File: config.mk
export PLATFORM = sky130hd
export DESIGN_NAME = qc_gain_mixer
export DESIGN_NICKNAME = d
export VERILOG_FILES = /design/src/hw/qc_pkg.sv /design/src/hw/qc_gain_mixer.sv
export SDC_FILE = /design/constraint.sdc
export NUM_CORES = 1
export LEC_CHECK = 0
export BUFFER_PORTS_ARGS = -buffer_cell sky130_fd_sc_hd__clkbuf_2
export CAP_MARGIN = 15
export CORE_UTILIZATION = 45
export CTS_CLUSTER_DIAMETER = 80
export DETAILED_ROUTE_END_ITERATION = 12
export HOLD_SLACK_MARGIN = 0.03
export MAX_ROUTING_LAYER = met4
export SLEW_MARGIN = 20
export SYNTH_ARGS = -nofsm -noshare
export SYNTH_HDL_FRONTEND = slang
export SYNTH_SLANG_ARGS = --single-unit
File: constraint.sdc
create_clock -name a_clk -period 7.32 [get_ports a_clk]
set_input_delay 0 -clock a_clk [delete_from_list [all_inputs] [get_ports a_clk]]
set_output_delay 0 -clock a_clk [all_outputs]
set_load 0.03 [all_outputs]
File: src/hw/qc_pkg.sv
package qc_pkg;

    ////////////////////////////////////////////////////////////////////
    // Data path widths
    ////////////////////////////////////////////////////////////////////

    // Signal sample width, also used for the gain word
    localparam int SAMPLE_W = 16;

    // Delay in samples, sets the ring depth
    localparam int DELAY_W = 13;

    // Ring memory entries
    localparam int DEPTH = 8192;

    ////////////////////////////////////////////////////////////////////
    // Gain format and output limits
    ////////////////////////////////////////////////////////////////////

    // Gain is Q13, 8192 is unity
    localparam int GAIN_Q = 13;

    // Clamp range of the rescaled product
    localparam int SAT_MAX = 32767;
    localparam int SAT_MIN = -32768;

    ////////////////////////////////////////////////////////////////////
    // Sample rate
    ////////////////////////////////////////////////////////////////////

    // Clock cycles per input sample
    localparam int DECIM = 4;

    // Signed input and delayed samples
    typedef logic signed [SAMPLE_W-1:0] sample_t;

    // Signed gain, Q13
    typedef logic signed [SAMPLE_W-1:0] gain_t;

    // Delay count, zero means full ring depth
    typedef logic [DELAY_W-1:0] delay_t;

    // Full width sample times gain
    typedef logic signed [2*SAMPLE_W-1:0] product_t;

    // Capture sequencer
    // CAP_IDLE until the first tick, then CAP_RUN for good
    typedef enum logic [0:0] {
        CAP_IDLE,
        CAP_RUN
    } cap_state_t;

endpackage

File: src/hw/qc_gain_mixer.sv
`timescale 1ns/1ns

module qc_gain_mixer (
    input  logic            a_clk,
    input  logic            rst,
    input  logic            dly_valid,
    input  qc_pkg::sample_t dly_sample,
    input  logic            cap_enable,
    input  qc_pkg::gain_t   cap_gain,
    output qc_pkg::sample_t qc_data,
    output logic            qc_valid
);
    import qc_pkg::*;

    // Full product and its rescaled form
    product_t product;
    product_t scaled;

    // Clamped to the sample range
    sample_t sat_val;

    // Result register and the enable that goes with it
    sample_t sat_q;
    logic    en_q;

    ////////////////////////////////////////////////////////////////////
    // Multiply and rescale
    ////////////////////////////////////////////////////////////////////

    // Signed 16 x 16 into 32
    assign product = dly_sample * cap_gain;

    // Drop the Q13 fraction, sign kept
    assign scaled = product >>> GAIN_Q;

    ////////////////////////////////////////////////////////////////////
    // Saturation
    ////////////////////////////////////////////////////////////////////

    always_comb
    begin
        if (scaled > SAT_MAX)
        begin
            sat_val = sample_t'(SAT_MAX);
        end
        else if (scaled < SAT_MIN)
        begin
            sat_val = sample_t'(SAT_MIN);
        end
        else
        begin
            // In range, low half is exact
            sat_val = sample_t'(scaled);
        end
    end

    ////////////////////////////////////////////////////////////////////
    // Output stage
    ////////////////////////////////////////////////////////////////////

    // Gain and enable from the sample's tick are still held here
    // Next tick is DECIM cycles away
    always_ff @(posedge a_clk)
    begin
        if (dly_valid)
        begin
            sat_q <= sat_val;
        end
    end

    always_ff @(posedge a_clk)
    begin
        if (rst)
        begin
            en_q     <= 1'b0;
            qc_valid <= 1'b0;
        end
        else
        begin
            // Single cycle pulse per sample
            qc_valid <= dly_valid;

            // Enable realigned with the result
            if (dly_valid)
            begin
                en_q <= cap_enable;
            end
        end
    end

    // Disabled samples come out as zero
    assign qc_data = en_q ? sat_q : '0;

endmodule

After elaboration in Yosys (flattened, before gate mapping):

Cells that the tools add are included.

* multipliers: 1
* order comparisons: 2
* muxes and demuxes: 2

Operator list (count)
* $mul 16x16->32: 1
* $mux 16: 2
* $gt 19x16->1 const B: 1
* $lt 19x16->1 const B: 1

* register bits after elaboration: 18
* bits of input ports: 36
* output and inout port bits: 17

Depth between registers and ports, before layout:

* word-level depth: 3
* gate-level depth with buffers: 26
* gate-level depth less buffers: 23

Worst setup path after synthesis:

OpenSTA, ideal clock, no wires.

* path kind: input to register
* from: input dly_sample[15]
* to: register sat_q[10] (data pin)
* setup time: 0.254 ns
* data arrival time: 6.062 ns
* path slack: 1.005 ns
* stages on the path: 22
* buffers on the path: 2
* cell sequence: clkbuf_1 > nand2_1 > inv_1 > fa_1 > fa_1 > fa_1 > fa_1 > fa_1 > inv_1 > fa_1 > inv_1 > ha_1 > a21oi_1 > o21ai_1 > a2111oi_2 > o211ai_2 > a31oi_1 > xor2_1 > a31oi_1 > o221a_4 > buf_6 > a21o_1

* cells in the longest elaborated chain, start to end: 3
* elaborated cells between the ends (all ways): 4
* classes of those cells: mul: 1; order compare: 2; mux: 1

Ends and longest elaborated chain
* from (decl): line qc_gain_mixer.sv:7 `input qc_pkg::sample_t dly_sample,`
* $mul 16x16->32 (*): line qc_gain_mixer.sv:31 `assign product = dly_sample * cap_gain;`
* $lt 19x16->1: line qc_gain_mixer.sv:46 `else if (scaled < SAT_MIN)`
* $mux 16: line qc_gain_mixer.sv:46
* to (signal assigned): line qc_gain_mixer.sv:67 `sat_q <= sat_val;`
* to (decl): line qc_gain_mixer.sv:23 `sample_t sat_q;`

Every way passes the cells marked *; elsewhere a longest branch is shown, timed or not.
A chain may end at the register's enable or synchronous reset.

Final worst setup path:

* from: input dly_sample[15]
* to: register sat_q[6] (data pin)

The elaborated chain is that of the path after synthesis.

==> impl_metrics.ini <==
[layout]
nNetsFinal = 1517
area_growth_pct = 5.66
drive_above_1_share_pct = 5.96
post-route-util_pct = 48.8
fillers = 2185
design_area_sq_um = 11100
multiInputGateArea_sq_um = 8740
regArea_sq_um = 520
diodes = 0

[cts]
cts_hold_buffers = 2
htree_levels = 1
clockRootBuffer = clkbuf_16
cts_resized = 0
cts.sinks = 18
cts_buffer_depth = 2
cts_setup_buffers = 0
cts_made_buffers = 3
clkTransAtPathRegs_ns = 0.05
cts_tree = built
clock_latency_ns = 0.24

[yosys]
ys.flop_type = edfxtp_1
synth_enable_flop_cells = 16
synthCells = 1119
yosys.area.top_type = fa_1
avgSynthCellArea_sq_um = 9.40
ys_types = 56
synthArstFlopShare_pct = 0
syn_area_sq_um = 10500
ys_seq_elements = 18
synth_top_area_share_pct = 49.7
synth-seq-area-share_pct = 4.95
synth_warnings = 0
syn-num-nets = 1495
synth_area_leaders = fa_1, inv_1, ha_1, and2_1, nand2_1

[routing]
dr.pass1.iters = 5
viasPerCell = 5.02
drtIter0Drc = 230
ant_nets = 0
drt-total-wl_mm = 23.4
vias = 7296
routedWlPerCell_um = 16.1
drc = 0

[setup_path]
rr_worst_depth = 2
crit_required_ns = 7.32
setup.worst_path.start = dly_sample[15]
reg2reg_to = en_q
rr_startpoint = en_q
critPathKind = in -> reg
cp_max_fo = 16
crit_path_start_kind = input pin
regToRegSetupSlack_ns = 6.52
cp.arrival_ns = 6.54
worstSetupEndpointType = flip-flop

[timing]
setup_viol = 0
fin_skew_ns = 0
final_hold_viol_count = 0
min_period_ns = 6.54
slew_headroom_pct = 58.5
finalSetupTns_ns = 0
fmax_mhz = 153
setup_ws_ns = 0.784
tightest_slew_ns = 0.614
min_period_over_period_pct = 89.3
rsz0062_at_grt = false
report.final.slew_viol_count = 0

[floorplanning]
rows = 55
chipHeight_um = 155
start_util_pct = 46.2
dieArea_sq_um = 24000
die_w_um = 155
core-area_sq_um = 22800
ioPinCount = 53

[global_routing]
track_usage_pct = 22.5
antenna_found_initial = 0
grt_pass1_wl_mm = 40.8
grt_start_max_net_pins = 19
grt_overflow = 0
grt_pass1_vias = 8208

[hold_path]
hold_class = in -> reg
hold_end = sat_q[0]
min-delay-start = dly_valid
hold_depth = 1

[placement]
portBuffers = 52
dp.final_hpwl_mm = 19.9
place_area_sq_um = 11000
gp_congestion = 0.850
dp_slack_ns = 0.488

[job]
drv_cap = 0

[status]
status = finished clean
-- flip-flops by register name, summed over array words and instances, names as in the netlist --
name	cells
en_q	1
sat_q	16
qc_valid	1
-- critical path, cell delays in order --
cell,delay (ns)
clkbuf_2,0.22
nand2_1,0.17
inv_1,0.09
fa_1,0.64
fa_1,0.81
fa_1,0.51
fa_1,0.50
fa_1,0.50
inv_1,0.05
fa_1,0.47
inv_1,0.04
ha_1,0.35
a21oi_1,0.16
o21ai_1,0.15
a2111oi_2,0.40
o211ai_2,0.21
a31oi_1,0.24
xor2_1,0.28
or4_1,0.18
nand3_2,0.27
a21o_2,0.28
-- per-stage QoR --
step / std cells / hold slack (ns)
2_1_floorplan: 1119 / 0.0716
3_3_place_gp: 1447 / 0.177
3_5_place_dp: 1447 / 0.176
4_1_cts: 1453 / 0.311
5_1_grt: 1453 / 0.339
6_report: 1453 / 0.298
-- per-layer routing --
| layer | wire (um) | global-route usage, % | part of all wire (%) | vias up |
|---|---|---|---|---|
| li1 | - | - | - | 3330 |
| met1 | 9380 | 26.0 | 40 | 3798 |
| met2 | 12700 | 42.3 | 54 | 134 |
| met3 | 642 | 1.31 | 2.7 | 34 |
| met4 | 695 | 5.94 | 3.0 | 0 |
| met5 | 0 | - | 0 | - |
-- cells in the final DEF, fill, tap and decap left out, types with 4 or more instances in the layout --
master    synthesis  layout
clkbuf_2          0      52
nand2b_1          8       8
nor2_1           23      23
edfxtp_1         16      16
nand3_1           5       5
a31oi_1           5       5
nand4_1           4       4
nand2_1         130     130
xnor2_1          21      21
a21o_1           24      24
fa_1            261     261
xor2_1            6       6
inv_1           288     288
and2_1          139     139
a21oi_1          19      19
ha_1             79      79
o21ai_0           7       7
-- synthesized netlist by cell type (2+ instances only) --
cell,instances
nand4_1,4
nor3b_1,2
clkbuf_1,35
a31oi_1,5
dfxtp_1,2
inv_1,288
nand2b_1,8
fa_1,261
xor2_1,6
a21o_1,24
nand2_1,130
nor2_1,23
a21oi_1,19
xnor2_1,21
edfxtp_1,16
nor3_1,3
ha_1,79
and2_1,139
and3_1,3
o21ai_1,2
mux2i_1,2
or3_1,2
o21ai_0,7
a2111oi_4,2
nand3_1,5
-- area by class of cell --
class	instances	area share [%]
Timing Repair Buffer	56	2.66
Clock buffer	4	0.710
Sequential cell	18	4.69
Inverter	288	9.73
Multi-Input combinational cell	774	78.7
Tap cell	313	3.53
-- cells by family after synthesis --
logic type,synth area share (%)
AO/OA/AOI/OAI,5.70
XOR/XNOR,2.25
adder cells (fa/ha/maj),59.1
buffers and inverters,11.9
flip-flops,4.95
multiplexers,0.190
AND/OR/NAND/NOR,15.9
-- how the worst max path moves through the flow --
stage,to,slack [ns],cells after the start
final,sat_q[6],0.78,21
after global routing,sat_q[6],0.25,21
after CTS,sat_q[6],0.74,21
after detailed placement,sat_q[6],0.49,21
after global placement,sat_q[6],0.68,21
after floorplan,sat_q[10],1.00,22
Power is left out: the tool's default activity adds up to more than one toggle a clock period on the data nets, which glitch-free logic cannot reach.
