$ cat config.mk
export PLATFORM = sky130hd
export DESIGN_NAME = qc_sample_capture
export DESIGN_NICKNAME = d
export VERILOG_FILES = /design/src/hw/qc_pkg.sv /design/src/hw/qc_sample_capture.sv
export SDC_FILE = /design/constraint.sdc
export NUM_CORES = 1
export LEC_CHECK = 0
export ABC_CLOCK_PERIOD_IN_PS = 2000
export BUFFER_PORTS_ARGS = -buffer_cell sky130_fd_sc_hd__buf_2
export CELL_PAD_IN_SITES_DETAIL_PLACEMENT = 1
export CELL_PAD_IN_SITES_GLOBAL_PLACEMENT = 1
export CORE_ASPECT_RATIO = 2
export CORE_UTILIZATION = 30
export DETAILED_ROUTE_END_ITERATION = 6
export PLACE_DENSITY = 0.81
export REMOVE_ABC_BUFFERS = 1
export SYNTH_ARGS = -nofsm -noshare
export SYNTH_HDL_FRONTEND = slang
export SYNTH_SLANG_ARGS = --single-unit
$ cat constraint.sdc
create_clock -name a_clk -period 2 [get_ports a_clk]
set_input_delay 0.2 -clock a_clk [delete_from_list [all_inputs] [get_ports a_clk]]
set_output_delay 0.2 -clock a_clk [all_outputs]
set_load 0.02 [all_outputs]
$ cat src/hw/qc_pkg.sv
package qc_pkg;

    ////////////////////////////////////////////////////////////////////
    // Data path widths
    ////////////////////////////////////////////////////////////////////

    // Signal sample width, also used for the gain word
    localparam int SAMPLE_W = 16;

    // Delay in samples, sets the ring depth
    localparam int DELAY_W = 13;

    // Ring memory entries
    localparam int DEPTH = 8192;

    ////////////////////////////////////////////////////////////////////
    // Gain format and output limits
    ////////////////////////////////////////////////////////////////////

    // Gain is Q13, 8192 is unity
    localparam int GAIN_Q = 13;

    // Clamp range of the rescaled product
    localparam int SAT_MAX = 32767;
    localparam int SAT_MIN = -32768;

    ////////////////////////////////////////////////////////////////////
    // Sample rate
    ////////////////////////////////////////////////////////////////////

    // Clock cycles per input sample
    localparam int DECIM = 4;

    // Signed input and delayed samples
    typedef logic signed [SAMPLE_W-1:0] sample_t;

    // Signed gain, Q13
    typedef logic signed [SAMPLE_W-1:0] gain_t;

    // Delay count, zero means full ring depth
    typedef logic [DELAY_W-1:0] delay_t;

    // Full width sample times gain
    typedef logic signed [2*SAMPLE_W-1:0] product_t;

    // Capture sequencer
    // CAP_IDLE until the first tick, then CAP_RUN for good
    typedef enum logic [0:0] {
        CAP_IDLE,
        CAP_RUN
    } cap_state_t;

endpackage

$ cat src/hw/qc_sample_capture.sv
`timescale 1ns/1ns

module qc_sample_capture (
    input  logic            a_clk,
    input  logic            rst,
    input  qc_pkg::sample_t signal_data,
    input  logic            qc_enable,
    input  qc_pkg::gain_t   qc_gain,
    input  qc_pkg::delay_t  qc_delay,
    output logic            sample_en,
    output qc_pkg::sample_t cap_sample,
    output logic            cap_enable,
    output qc_pkg::gain_t   cap_gain,
    output qc_pkg::delay_t  cap_delay
);
    import qc_pkg::*;

    // Decimation counter, runs 0 to DECIM-1
    logic [$clog2(DECIM)-1:0] dec_cnt;
    logic                     tick;

    // Sequencer state
    cap_state_t state;

    // Enable as latched, before the startup mask
    logic en_q;

    ////////////////////////////////////////////////////////////////////
    // Tick generation and sequencer
    ////////////////////////////////////////////////////////////////////

    // Last count of a period
    assign tick = (dec_cnt == DECIM - 1);

    always_ff @(posedge a_clk)
    begin
        if (rst)
        begin
            dec_cnt   <= '0;
            sample_en <= 1'b0;
            state     <= CAP_IDLE;
        end
        else
        begin
            // Strobe trails the tick by one cycle
            sample_en <= tick;

            // Wrap at the tick
            if (tick)
            begin
                dec_cnt <= '0;
            end
            else
            begin
                dec_cnt <= dec_cnt + 1'b1;
            end

            case (state)
                CAP_IDLE:
                begin
                    // First capture opens the output
                    if (tick)
                    begin
                        state <= CAP_RUN;
                    end
                end
                CAP_RUN:
                begin
                    state <= CAP_RUN;
                end
                default:
                begin
                    state <= CAP_IDLE;
                end
            endcase
        end
    end

    ////////////////////////////////////////////////////////////////////
    // Sample and settings latch
    ////////////////////////////////////////////////////////////////////

    // One consistent set of settings per sample
    // Held until the next tick
    always_ff @(posedge a_clk)
    begin
        if (tick)
        begin
            cap_sample <= signal_data;
            cap_gain   <= qc_gain;
            cap_delay  <= qc_delay;
            en_q       <= qc_enable;
        end
    end

    // Nothing captured yet in CAP_IDLE, keep the mixer off
    assign cap_enable = (state == CAP_RUN) && en_q;

endmodule

### Yosys cells after proc, flatten, opt, wreduce, memory -nomap -nowiden

Cells that the tools add are included.

| storage, ports and cells | value |
|---|---|
| register bits after elaboration | 50 |
| output and inout bits | 47 |
| logic and storage cells | 14 |
| input port bits | 48 |

| operators by class | value |
|---|---|
| bitwise operators | 1 |
| mux-type cells | 2 |
| add/subtract/negate cells | 1 |
| reductions and logical operators | 2 |
| equality and inequality tests | 1 |

Operators by type and width:

| operator | number |
|---|---|
| $add A2 B1 Y2 const B | 1 |
| $eq A2 B2 Y1 const B | 1 |
| $pmux W1 S2 | 1 |
| $reduce_or A2 Y1 | 1 |
| $logic_and A1 B1 Y1 | 1 |
| $mux W1 | 1 |
| $not A1 Y1 | 1 |

### Logic depth before layout (Yosys ltp)

Gate-level depths: netlist (run 1).

| logic depth | value |
|---|---|
| word-level depth | 3 |
| gate-level depth with buffers | 2 |
| depth with buffers taken out | 2 |

### Worst setup path after synthesis (run 1)

No wires, ideal clock.

| path | value |
|---|---|
| path kind | reg2reg |
| start | reg dec_cnt[0] |
| end | reg cap_delay[0], enable pin |
| required time | 1592 ps |
| library setup time | 408 ps |
| arrival | 1500 ps |
| clock period less this slack | 1908 ps |
| path buffers | 0 |
| path slack | 92 ps |
| stages on the path, launching flop included | 2 |
| cells stage by stage | dfxtp_1 -> ha_1 |

| between the ends | value |
|---|---|
| longest elaborated chain between the ends | 1 |

RTL lines:

| item | line | source |
|---|---|---|
| start, declared | qc_sample_capture.sv:19 | `logic [$clog2(DECIM)-1:0] dec_cnt;` |
| start signal, assigned | qc_sample_capture.sv:55 | `dec_cnt <= dec_cnt + 1'b1;` |
| $eq A2 B2 Y1 | qc_sample_capture.sv:33 | `assign tick = (dec_cnt == DECIM - 1);` |
| end signal, assigned | qc_sample_capture.sv:91 | `cap_delay <= qc_delay;` |
| end, declared | qc_sample_capture.sv:14 | `output qc_pkg::delay_t cap_delay` |

No other way between the ends.
A chain may end at the register's enable or synchronous reset.

### Final worst setup path (run 1)

| path | value |
|---|---|
| start | reg dec_cnt[0] |
| end | reg cap_sample[11], enable pin |

| between the ends | value |
|---|---|
| longest elaborated chain between the ends | 1 |

RTL lines:

| item | line | source |
|---|---|---|
| $eq A2 B2 Y1 | qc_sample_capture.sv:33 |  |
| end signal, assigned | qc_sample_capture.sv:89 | `cap_sample <= signal_data;` |
| end, declared | qc_sample_capture.sv:11 | `output qc_pkg::sample_t cap_sample,` |

No other way between the ends.

==> results of run 1 <==
==> power groups by stage <==
stage	sequential [mW]	clock, mW	combinational [mW]
after floorplan	1.28	0	0.0282
after global placement	1.23	0	0.164
after detailed placement	1.23	0	0.170
after CTS	1.21	0.572	0.170
after global routing	1.21	0.601	0.181
final	1.21	0.546	0.166
==> cells by family after synthesis <==
logic type / share of synthesized area [%]
flip-flops: 95.89
AND/OR/NAND/NOR: 1.806
adder cells (fa/ha/maj): 1.642
AO/OA/AOI/OAI: 0.6568
==> flip-flops by register name (all words and copies together), names as in the netlist <==
register / flops
cap_gain: 16
cap_sample: 16
cap_delay: 13
dec_cnt: 2
en_q: 1
sample_en: 1
state: 1
==> per-layer routing <==
metal  GRT usage, %  up-vias  wire, µm
met5              0        -         0
met4          7.085        0        98
met3          4.572        8       239
met2          21.42       45      1869
met1          11.87      438      1052
li1               -      425         -
==> stage by stage <==
stage	total power, mW	std cells	instance area, µm²	setup WS [ns]
6_report	1.920	217	2168	0.5790
5_1_grt	1.994	217	2168	0.4832
4_1_cts	1.951	217	2168	0.5616
3_5_place_dp	1.403	209	2088	0.5740
3_3_place_gp	1.393	209	2088	0.6418
2_1_floorplan	1.309	57	1524	0.09213
==> final timing paths <==
kind              cells after the start                   from                       end  slack (ns)
hold reg to reg                       1       state$_SDFF_PP0_          state$_SDFF_PP0_        0.47
setup reg to reg                      2  dec_cnt[0]$_SDFF_PP0_  cap_sample[11]$_DFFE_PN_        0.58
hold / removal                        1         signal_data[4]   cap_sample[4]$_DFFE_PN_        0.08
setup / recovery                      2  dec_cnt[0]$_SDFF_PP0_  cap_sample[11]$_DFFE_PN_        0.58
==> layout by cell type, fill, tap and decap left out, drive strengths merged <==
master and n:
buf 95, clkbuf 8, and2b 1, ha 2, and2 1, nor3 1, o21ba 1, dfxtp 4
nor3b 1, edfxtp 46
==> critical path, stage by stage, from the launching register on <==
cell	delay (ns)
sky130_fd_sc_hd__dfxtp_1	0.37
sky130_fd_sc_hd__ha_2	0.48
sky130_fd_sc_hd__buf_12	0.26
==> layout make-up <==
type / instances / area [µm²]
sequential: 50 / 1461
clock buffer: 8 / 80.08
tap: 57 / 71.32
timing repair buffer: 95 / 490.5
fill: 505 / 2696
multi-input combinational: 7 / 65.06
==> impl_table.tex, run 1 <==
\begin{tabular}{lr}
\hline
Metric & Value \\
\hline
\multicolumn{2}{l}{\textbf{Routing}} \\
Routed length per placed instance & 15.02 µm \\
1st-pass router iterations & 3 \\
Aggregate routed wire length & 3260 µm \\
Number of remaining DRC errors & 0 \\
Number of nets with antenna violations after routing & 0 \\
DRT iter0 DRCs & 17 \\
Via density & $\sim$4.2 \\
Vias after detailed routing & 916 \\
\multicolumn{2}{l}{\textbf{Cells and area}} \\
Fraction of the core area covered by cells at the end of the flow & roughly 45\% \\
Antenna fix cells & 0 \\
Area added between synthesis and finish & 42.28\% \\
Ratio of cells with drive above 1 in the final layout & 64.38\% \\
Number of nets in the layout & roughly 210 \\
\multicolumn{2}{l}{\textbf{Timing}} \\
TNS Setup & 0 ns \\
Finish-stage setup viols & 0 \\
Hold slack final & between 0.07 and 0.08 ns \\
Minimum clock period after layout & around 1.4 ns \\
Final hold vios & 0 \\
Unrepaired setup endpoints after global routing & no \\
Highest attainable clock frequency & just over 700 MHz \\
Worst Skew & between 0.004 and 0.005 ns \\
Final-report max-slew violation count & 0 \\
Transition time of the tightest slew-check pin & approximately 0.45 ns \\
Worst rel slew slack & about 70\% \\
Final clock period utilization by the worst path & between 70\% and 80\% \\
\multicolumn{2}{l}{\textbf{Die}} \\
I/O pin count & 95 \\
Die Y & 102.8 µm \\
Initial core utilization & approximately 31\% \\
FP Rows & 36 \\
Core Box Area & 4865 µm² \\
Die span in x & approximately 52 µm \\
Die area & 5386 µm² \\
\multicolumn{2}{l}{\textbf{Placed design}} \\
Final estimated routing congestion in global placement & between 0.6 and 0.7 \\
Number of port buffers & 94 \\
\multicolumn{2}{l}{\textbf{Synth}} \\
Per-instance average area after synthesis & 26.74 µm² \\
Number of flops mapped to enable cells by yosys & 46 \\
Most area-hungry cell type in the Yosys netlist & sky130\_fd\_sc\_hd\_\_edfxtp\_1 \\
Synthesized flop and latch total & 50 \\
Synthesized netlist cell count & 57 \\
Dominant synthesized flop cell & sky130\_fd\_sc\_hd\_\_edfxtp\_1 \\
Number of different library cells in the post-synthesis netlist & 8 \\
Proportion of synthesized chip area in sequential cells & a little over nine tenths \\
Top area cells in the synthesized netlist & sky130\_fd\_sc\_hd\_\_edfxtp\_1, sky130\_fd\_sc\_hd\_\_dfxtp\_1, sky130\_fd\_sc\_hd\_\_ha\_1 \\
Yosys synthesis warning count & 0 \\
Post-synth ARST share & 0\% \\
Post-synth top cells & sky130\_fd\_sc\_hd\_\_edfxtp\_1, sky130\_fd\_sc\_hd\_\_dfxtp\_1, sky130\_fd\_sc\_hd\_\_ha\_1 \\
Top cell type's share of synthesized area & between 90\% and 100\% \\
Most frequent cell after synthesis & sky130\_fd\_sc\_hd\_\_edfxtp\_1 \\
Cell Area, Synth & $\sim$1500 µm² \\
\multicolumn{2}{l}{\textbf{Power and ir drop}} \\
Clock power frac & approximately 28\% \\
Internal cell power & 1.513 mW \\
Reported leakage power & about 0.9 nW \\
Sw Share & about a fifth \\
Combinational group share of total power & under 10\% \\
Portion of total power attributed to sequential cells & a little over three fifths \\
P per Cell Area & 885.5 nW/µm² \\
Maximum VDD drop & approximately 0.00066 V \\
Power spent charging and discharging nets & between 0.4 and 0.5 mW \\
\multicolumn{2}{l}{\textbf{Clocking}} \\
Number of buffers added by the clock tree synthesis step & 5 \\
Later-pin clock latency in the skew report & just under 0.3 ns \\
Post-cts resize count & 0 \\
TritonCTS clock tree & yes \\
Number of H-tree levels & 2 \\
Worst-case clock buffer depth & 2 \\
Root Buffer & sky130\_fd\_sc\_hd\_\_clkbuf\_8 \\
Setup Buffers After CTS & 0 \\
Clock sinks & 50 \\
Clock-pin transition on the worst setup and hold timing paths & around 0.080 ns \\
Count of hold-fix buffers inserted at cts & 0 \\
\multicolumn{2}{l}{\textbf{GRT}} \\
Vias in the first global route & 921 \\
Global-route wire length before repair & 4560 µm \\
Global router's overall resource usage & 12.28\% \\
Pin count of the biggest net entering global routing & 31 \\
Total congestion overflow after global routing & 0 \\
Initial antenna violation count & 0 \\
\multicolumn{2}{l}{\textbf{Outcome}} \\
Status & finished, final reports clean \\
\multicolumn{2}{l}{\textbf{Worst setup path}} \\
Critical path required time & just under 2 ns \\
Path type of the worst setup path & register to register \\
Largest driver fanout on the critical path & 30 \\
Data arrival time at the worst-slack endpoint & roughly 1.4 ns \\
Category of the worst setup path launch point & register \\
Endpoint kind of the worst setup timing path & register \\
\multicolumn{2}{l}{\textbf{Hold path}} \\
Type of the worst min-delay path & input pin to register \\
\multicolumn{2}{l}{\textbf{Job}} \\
Number of maximum-capacitance violations & 0 \\
\hline
\end{tabular}
Power figures use the tool's default switching activity.
==> run 2, diff against run 1 <==
--- a/config.mk
+++ b/config.mk
@@ -5,14 +5,15 @@
 export SDC_FILE = /design/constraint.sdc
 export NUM_CORES = 1
 export LEC_CHECK = 0
-export ABC_CLOCK_PERIOD_IN_PS = 2000
+export ABC_AREA = 1
+export ABC_CLOCK_PERIOD_IN_PS = 1200
 export BUFFER_PORTS_ARGS = -buffer_cell sky130_fd_sc_hd__buf_2
 export CELL_PAD_IN_SITES_DETAIL_PLACEMENT = 1
 export CELL_PAD_IN_SITES_GLOBAL_PLACEMENT = 1
 export CORE_ASPECT_RATIO = 2
-export CORE_UTILIZATION = 30
+export CORE_UTILIZATION = 29
 export DETAILED_ROUTE_END_ITERATION = 6
-export PLACE_DENSITY = 0.81
+export PLACE_DENSITY = 0.8
 export REMOVE_ABC_BUFFERS = 1
 export SYNTH_ARGS = -nofsm -noshare
 export SYNTH_HDL_FRONTEND = slang
==> constraint.sdc (replaced) <==
create_clock -name a_clk -period 1.2 [get_ports a_clk]
set_input_delay 0.12 -clock a_clk [delete_from_list [all_inputs] [get_ports a_clk]]
set_output_delay 0.12 -clock a_clk [all_outputs]
set_load 0.02 [all_outputs]
==> impl_table.tex, run 2 <==
\begin{tabular}{lr}
\hline
Metric & Value \\
\hline
\multicolumn{2}{l}{\textbf{Outcome}} \\
Status & finished, final reports clean (unchanged) \\
\multicolumn{2}{l}{\textbf{Routing}} \\
Vias after detailed routing & 1138 (was 916) \\
DRT iter0 DRCs & 28 (was 17) \\
Via density & 4.184 (was 4.221) \\
Number of nets with antenna violations after routing & 0 (unchanged) \\
1st-pass router iterations & 4 (was 3) \\
Routed length per placed instance & 14.63 µm (was 15.02 µm) \\
Aggregate routed wire length & 3980 µm (was 3260 µm) \\
Number of remaining DRC errors & 0 (unchanged) \\
\multicolumn{2}{l}{\textbf{Synth}} \\
Top cell type's share of synthesized area & 90.42\% (was 90.64\%) \\
Dominant synthesized flop cell & sky130\_fd\_sc\_hd\_\_edfxtp\_1 (unchanged) \\
Cell Area, Synth & 1528 µm² (was 1524 µm²) \\
Proportion of synthesized chip area in sequential cells & 95.66\% (was 95.89\%) \\
Synthesized flop and latch total & 50 (unchanged) \\
Most frequent cell after synthesis & sky130\_fd\_sc\_hd\_\_edfxtp\_1 (unchanged) \\
Number of flops mapped to enable cells by yosys & 46 (unchanged) \\
Post-synth top cells & sky130\_fd\_sc\_hd\_\_edfxtp\_1, sky130\_fd\_sc\_hd\_\_nor2\_1, sky130\_fd\_sc\_hd\_\_dfxtp\_1 (was sky130\_fd\_sc\_hd\_\_edfxtp\_1, sky130\_fd\_sc\_hd\_\_dfxtp\_1, sky130\_fd\_sc\_hd\_\_ha\_1) \\
Yosys synthesis warning count & 0 (unchanged) \\
Number of different library cells in the post-synthesis netlist & 7 (was 8) \\
Top area cells in the synthesized netlist & sky130\_fd\_sc\_hd\_\_edfxtp\_1, sky130\_fd\_sc\_hd\_\_dfxtp\_1, sky130\_fd\_sc\_hd\_\_ha\_1 (unchanged) \\
Synthesized netlist cell count & 63 (was 57) \\
Per-instance average area after synthesis & 24.25 µm² (was 26.74 µm²) \\
Most area-hungry cell type in the Yosys netlist & sky130\_fd\_sc\_hd\_\_edfxtp\_1 (unchanged) \\
Post-synth ARST share & 0\% (unchanged) \\
\multicolumn{2}{l}{\textbf{GRT}} \\
Vias in the first global route & 1194 (was 921) \\
Global-route met2 utilization & 29.73\% (was 21.42\%) \\
Pin count of the biggest net entering global routing & 28 (was 31) \\
Initial antenna violation count & 0 (unchanged) \\
Fraction of met1 tracks used by global routing & 14.60\% (was 11.87\%) \\
Met3 Resource Use GR & 4.803\% (was 4.572\%) \\
Total congestion overflow after global routing & 0 (unchanged) \\
Global router's overall resource usage & 16.14\% (was 12.28\%) \\
Global-route wire length before repair & 6058 µm (was 4560 µm) \\
GRT busiest layer & met2 (unchanged) \\
\multicolumn{2}{l}{\textbf{Power and ir drop}} \\
P per Cell Area & 1248 nW/µm² (was 885.5 nW/µm²) \\
Total power after layout & 3.325 mW (was 1.920 mW) \\
Maximum VDD drop & 0.0008469 V (was 0.0006624 V) \\
Reported leakage power & 1.129 nW (was 0.9026 nW) \\
\multicolumn{2}{l}{\textbf{Clocking}} \\
Number of H-tree levels & 2 (unchanged) \\
Clock-pin transition on the worst setup and hold timing paths & 0.08 ns (about the same) \\
Root Buffer & sky130\_fd\_sc\_hd\_\_clkbuf\_8 (unchanged) \\
Post-cts resize count & 0 (unchanged) \\
Setup Buffers After CTS & 0 (unchanged) \\
Clock sinks & 50 (unchanged) \\
Number of buffers added by the clock tree synthesis step & 5 (unchanged) \\
Later-pin clock latency in the skew report & 0.30 ns (was 0.29 ns) \\
TritonCTS clock tree & yes (unchanged) \\
Count of hold-fix buffers inserted at cts & 46 (was 0) \\
Worst-case clock buffer depth & 2 (unchanged) \\
\multicolumn{2}{l}{\textbf{Timing}} \\
Minimum clock period after layout & 1.114 ns (was 1.421 ns) \\
Unrepaired setup endpoints after global routing & no (unchanged) \\
Worst Skew & 0.002473 ns (was 0.004610 ns) \\
Finish-stage setup viols & 0 (unchanged) \\
Transition time of the tightest slew-check pin & 0.1507 ns (was 0.4488 ns) \\
Hold slack final & 0.4714 ns (was 0.07522 ns) \\
Highest attainable clock frequency & 898.0 MHz (was 703.7 MHz) \\
Final-report max-slew violation count & 0 (unchanged) \\
Final hold vios & 0 (unchanged) \\
Final clock period utilization by the worst path & 92.79\% (was 71.05\%) \\
Worst rel slew slack & 89.95\% (was 70.08\%) \\
\multicolumn{2}{l}{\textbf{Placed design}} \\
Number of port buffers & 94 (unchanged) \\
Final estimated routing congestion in global placement & 0.7089 (was 0.6944) \\
Detailed placement HPWL & 2594 µm \\
\multicolumn{2}{l}{\textbf{Die}} \\
Die area & 5580 µm² (was 5386 µm²) \\
Die Y & 104.6 µm (was 102.8 µm) \\
FP Rows & 37 (was 36) \\
Core Box Area & 5092 µm² (was 4865 µm²) \\
Die span in x & 53.32 µm (was 52.40 µm) \\
I/O pin count & 95 (unchanged) \\
Initial core utilization & 30.00\% (was 31.33\%) \\
\multicolumn{2}{l}{\textbf{Worst setup path}} \\
Largest driver fanout on the critical path & 27 (was 30) \\
Category of the worst setup path launch point & register (unchanged) \\
Reg-to-reg startpoint & dec\_cnt[0]\$\_SDFF\_PP0\_ (unchanged) \\
Data arrival time at the worst-slack endpoint & 1.12 ns (was 1.42 ns) \\
First element of the critical path & dec\_cnt[0]\$\_SDFF\_PP0\_ (unchanged) \\
Endpoint kind of the worst setup timing path & register (unchanged) \\
Path type of the worst setup path & register to register (unchanged) \\
Critical path required time & 1.21 ns (was 1.99 ns) \\
\multicolumn{2}{l}{\textbf{Job}} \\
Number of maximum-capacitance violations & 0 (unchanged) \\
\multicolumn{2}{l}{\textbf{Cells and area}} \\
Antenna fix cells & 0 (unchanged) \\
Fraction of the core area covered by cells at the end of the flow & 52.33\% (was 44.57\%) \\
Area added between synthesis and finish & 74.45\% (was 42.28\%) \\
\# fillers & 547 (was 505) \\
Most frequent cells in the layout & sky130\_fd\_sc\_hd\_\_buf\_2, sky130\_fd\_sc\_hd\_\_dlygate4sd3\_1, sky130\_fd\_sc\_hd\_\_edfxtp\_1 (was sky130\_fd\_sc\_hd\_\_buf\_2, sky130\_fd\_sc\_hd\_\_edfxtp\_1, sky130\_fd\_sc\_hd\_\_clkbuf\_8) \\
Top flop regs & cap\_gain: 16 flops, cap\_sample: 16 flops, cap\_delay: 13 flops (unchanged) \\
Number of nets in the layout & 263 (was 209) \\
Most common cell after layout, fill and taps aside & sky130\_fd\_sc\_hd\_\_buf\_2 (unchanged) \\
Ratio of cells with drive above 1 in the final layout & 48.60\% (was 64.38\%) \\
\multicolumn{2}{l}{\textbf{Hold path}} \\
Type of the worst min-delay path & register to register (was input pin to register) \\
Hold\_sp & dec\_cnt[0]\$\_SDFF\_PP0\_ (was signal\_data[4]) \\
\hline
\end{tabular}
run 2: cell count changes after synthesis, sizes merged:
cell	change
inv	+4
and2	-1
nand2	+2
o21ba	-1
nor3b	-1
nor3	-1
nor2	+5
and2b	-1
run 2: cell families after synthesis:
logic type    synth area share (%)
buf+inv                     0.9825
simple gates                 1.720
flops                        95.66
fa+ha+maj                    1.638
run 2: layout make-up:
cell class                      instances  area [µm²]  area share (%)
Clock buffer                            6       72.57           2.723
Clock inverter                          2       8.758          0.3286
Sequential cell                        50        1461           54.84
Inverter                                4       15.01          0.5634
Multi-Input combinational cell          9       53.80           2.019
Timing Repair Buffer                  143       980.9           36.81
Tap cell                               58       72.57           2.723
run 2: final timing paths:
kind                              endpoint  slack, ns  cells after the start
setup / recovery  cap_sample[15]$_DFFE_PN_       0.09                      2
setup reg to reg  cap_sample[15]$_DFFE_PN_       0.09                      2
hold / removal       dec_cnt[0]$_SDFF_PP0_       0.47                      1
hold reg to reg      dec_cnt[0]$_SDFF_PP0_       0.47                      1
run 2: power breakdown:
| group | switching, mW | leakage [nW] | internal (mW) |
|---|---|---|---|
| Combinational | 0.195 | 0.636 | 0.218 |
| Sequential | 0.0207 | 0.450 | 1.99 |
| Clock | 0.500 | 0.0426 | 0.401 |
run 2: routing by layer:
metal	wire, µm	up-vias
met5	0	-
met4	87	0
met3	200	6
met2	2484	40
met1	1208	561
li1	-	531
run 2: metrics by stage:
stage	worst slack [ns]	setup TNS [ns]	instances	cell area (µm²)
6_report	0.08646	0	272	2665
2_1_floorplan	-0.7071	-32.53	63	1528
5_1_grt	0.06092	0	272	2665
3_3_place_gp	0.1130	0	217	2113
4_1_cts	0.08020	0	271	2655
3_5_place_dp	0.08884	0	217	2113
run 2: worst max-delay path: stages, from the launching register on:
cell	delay [ns]
sky130_fd_sc_hd__dfxtp_1	0.37
sky130_fd_sc_hd__ha_2	0.25
sky130_fd_sc_hd__buf_12	0.20
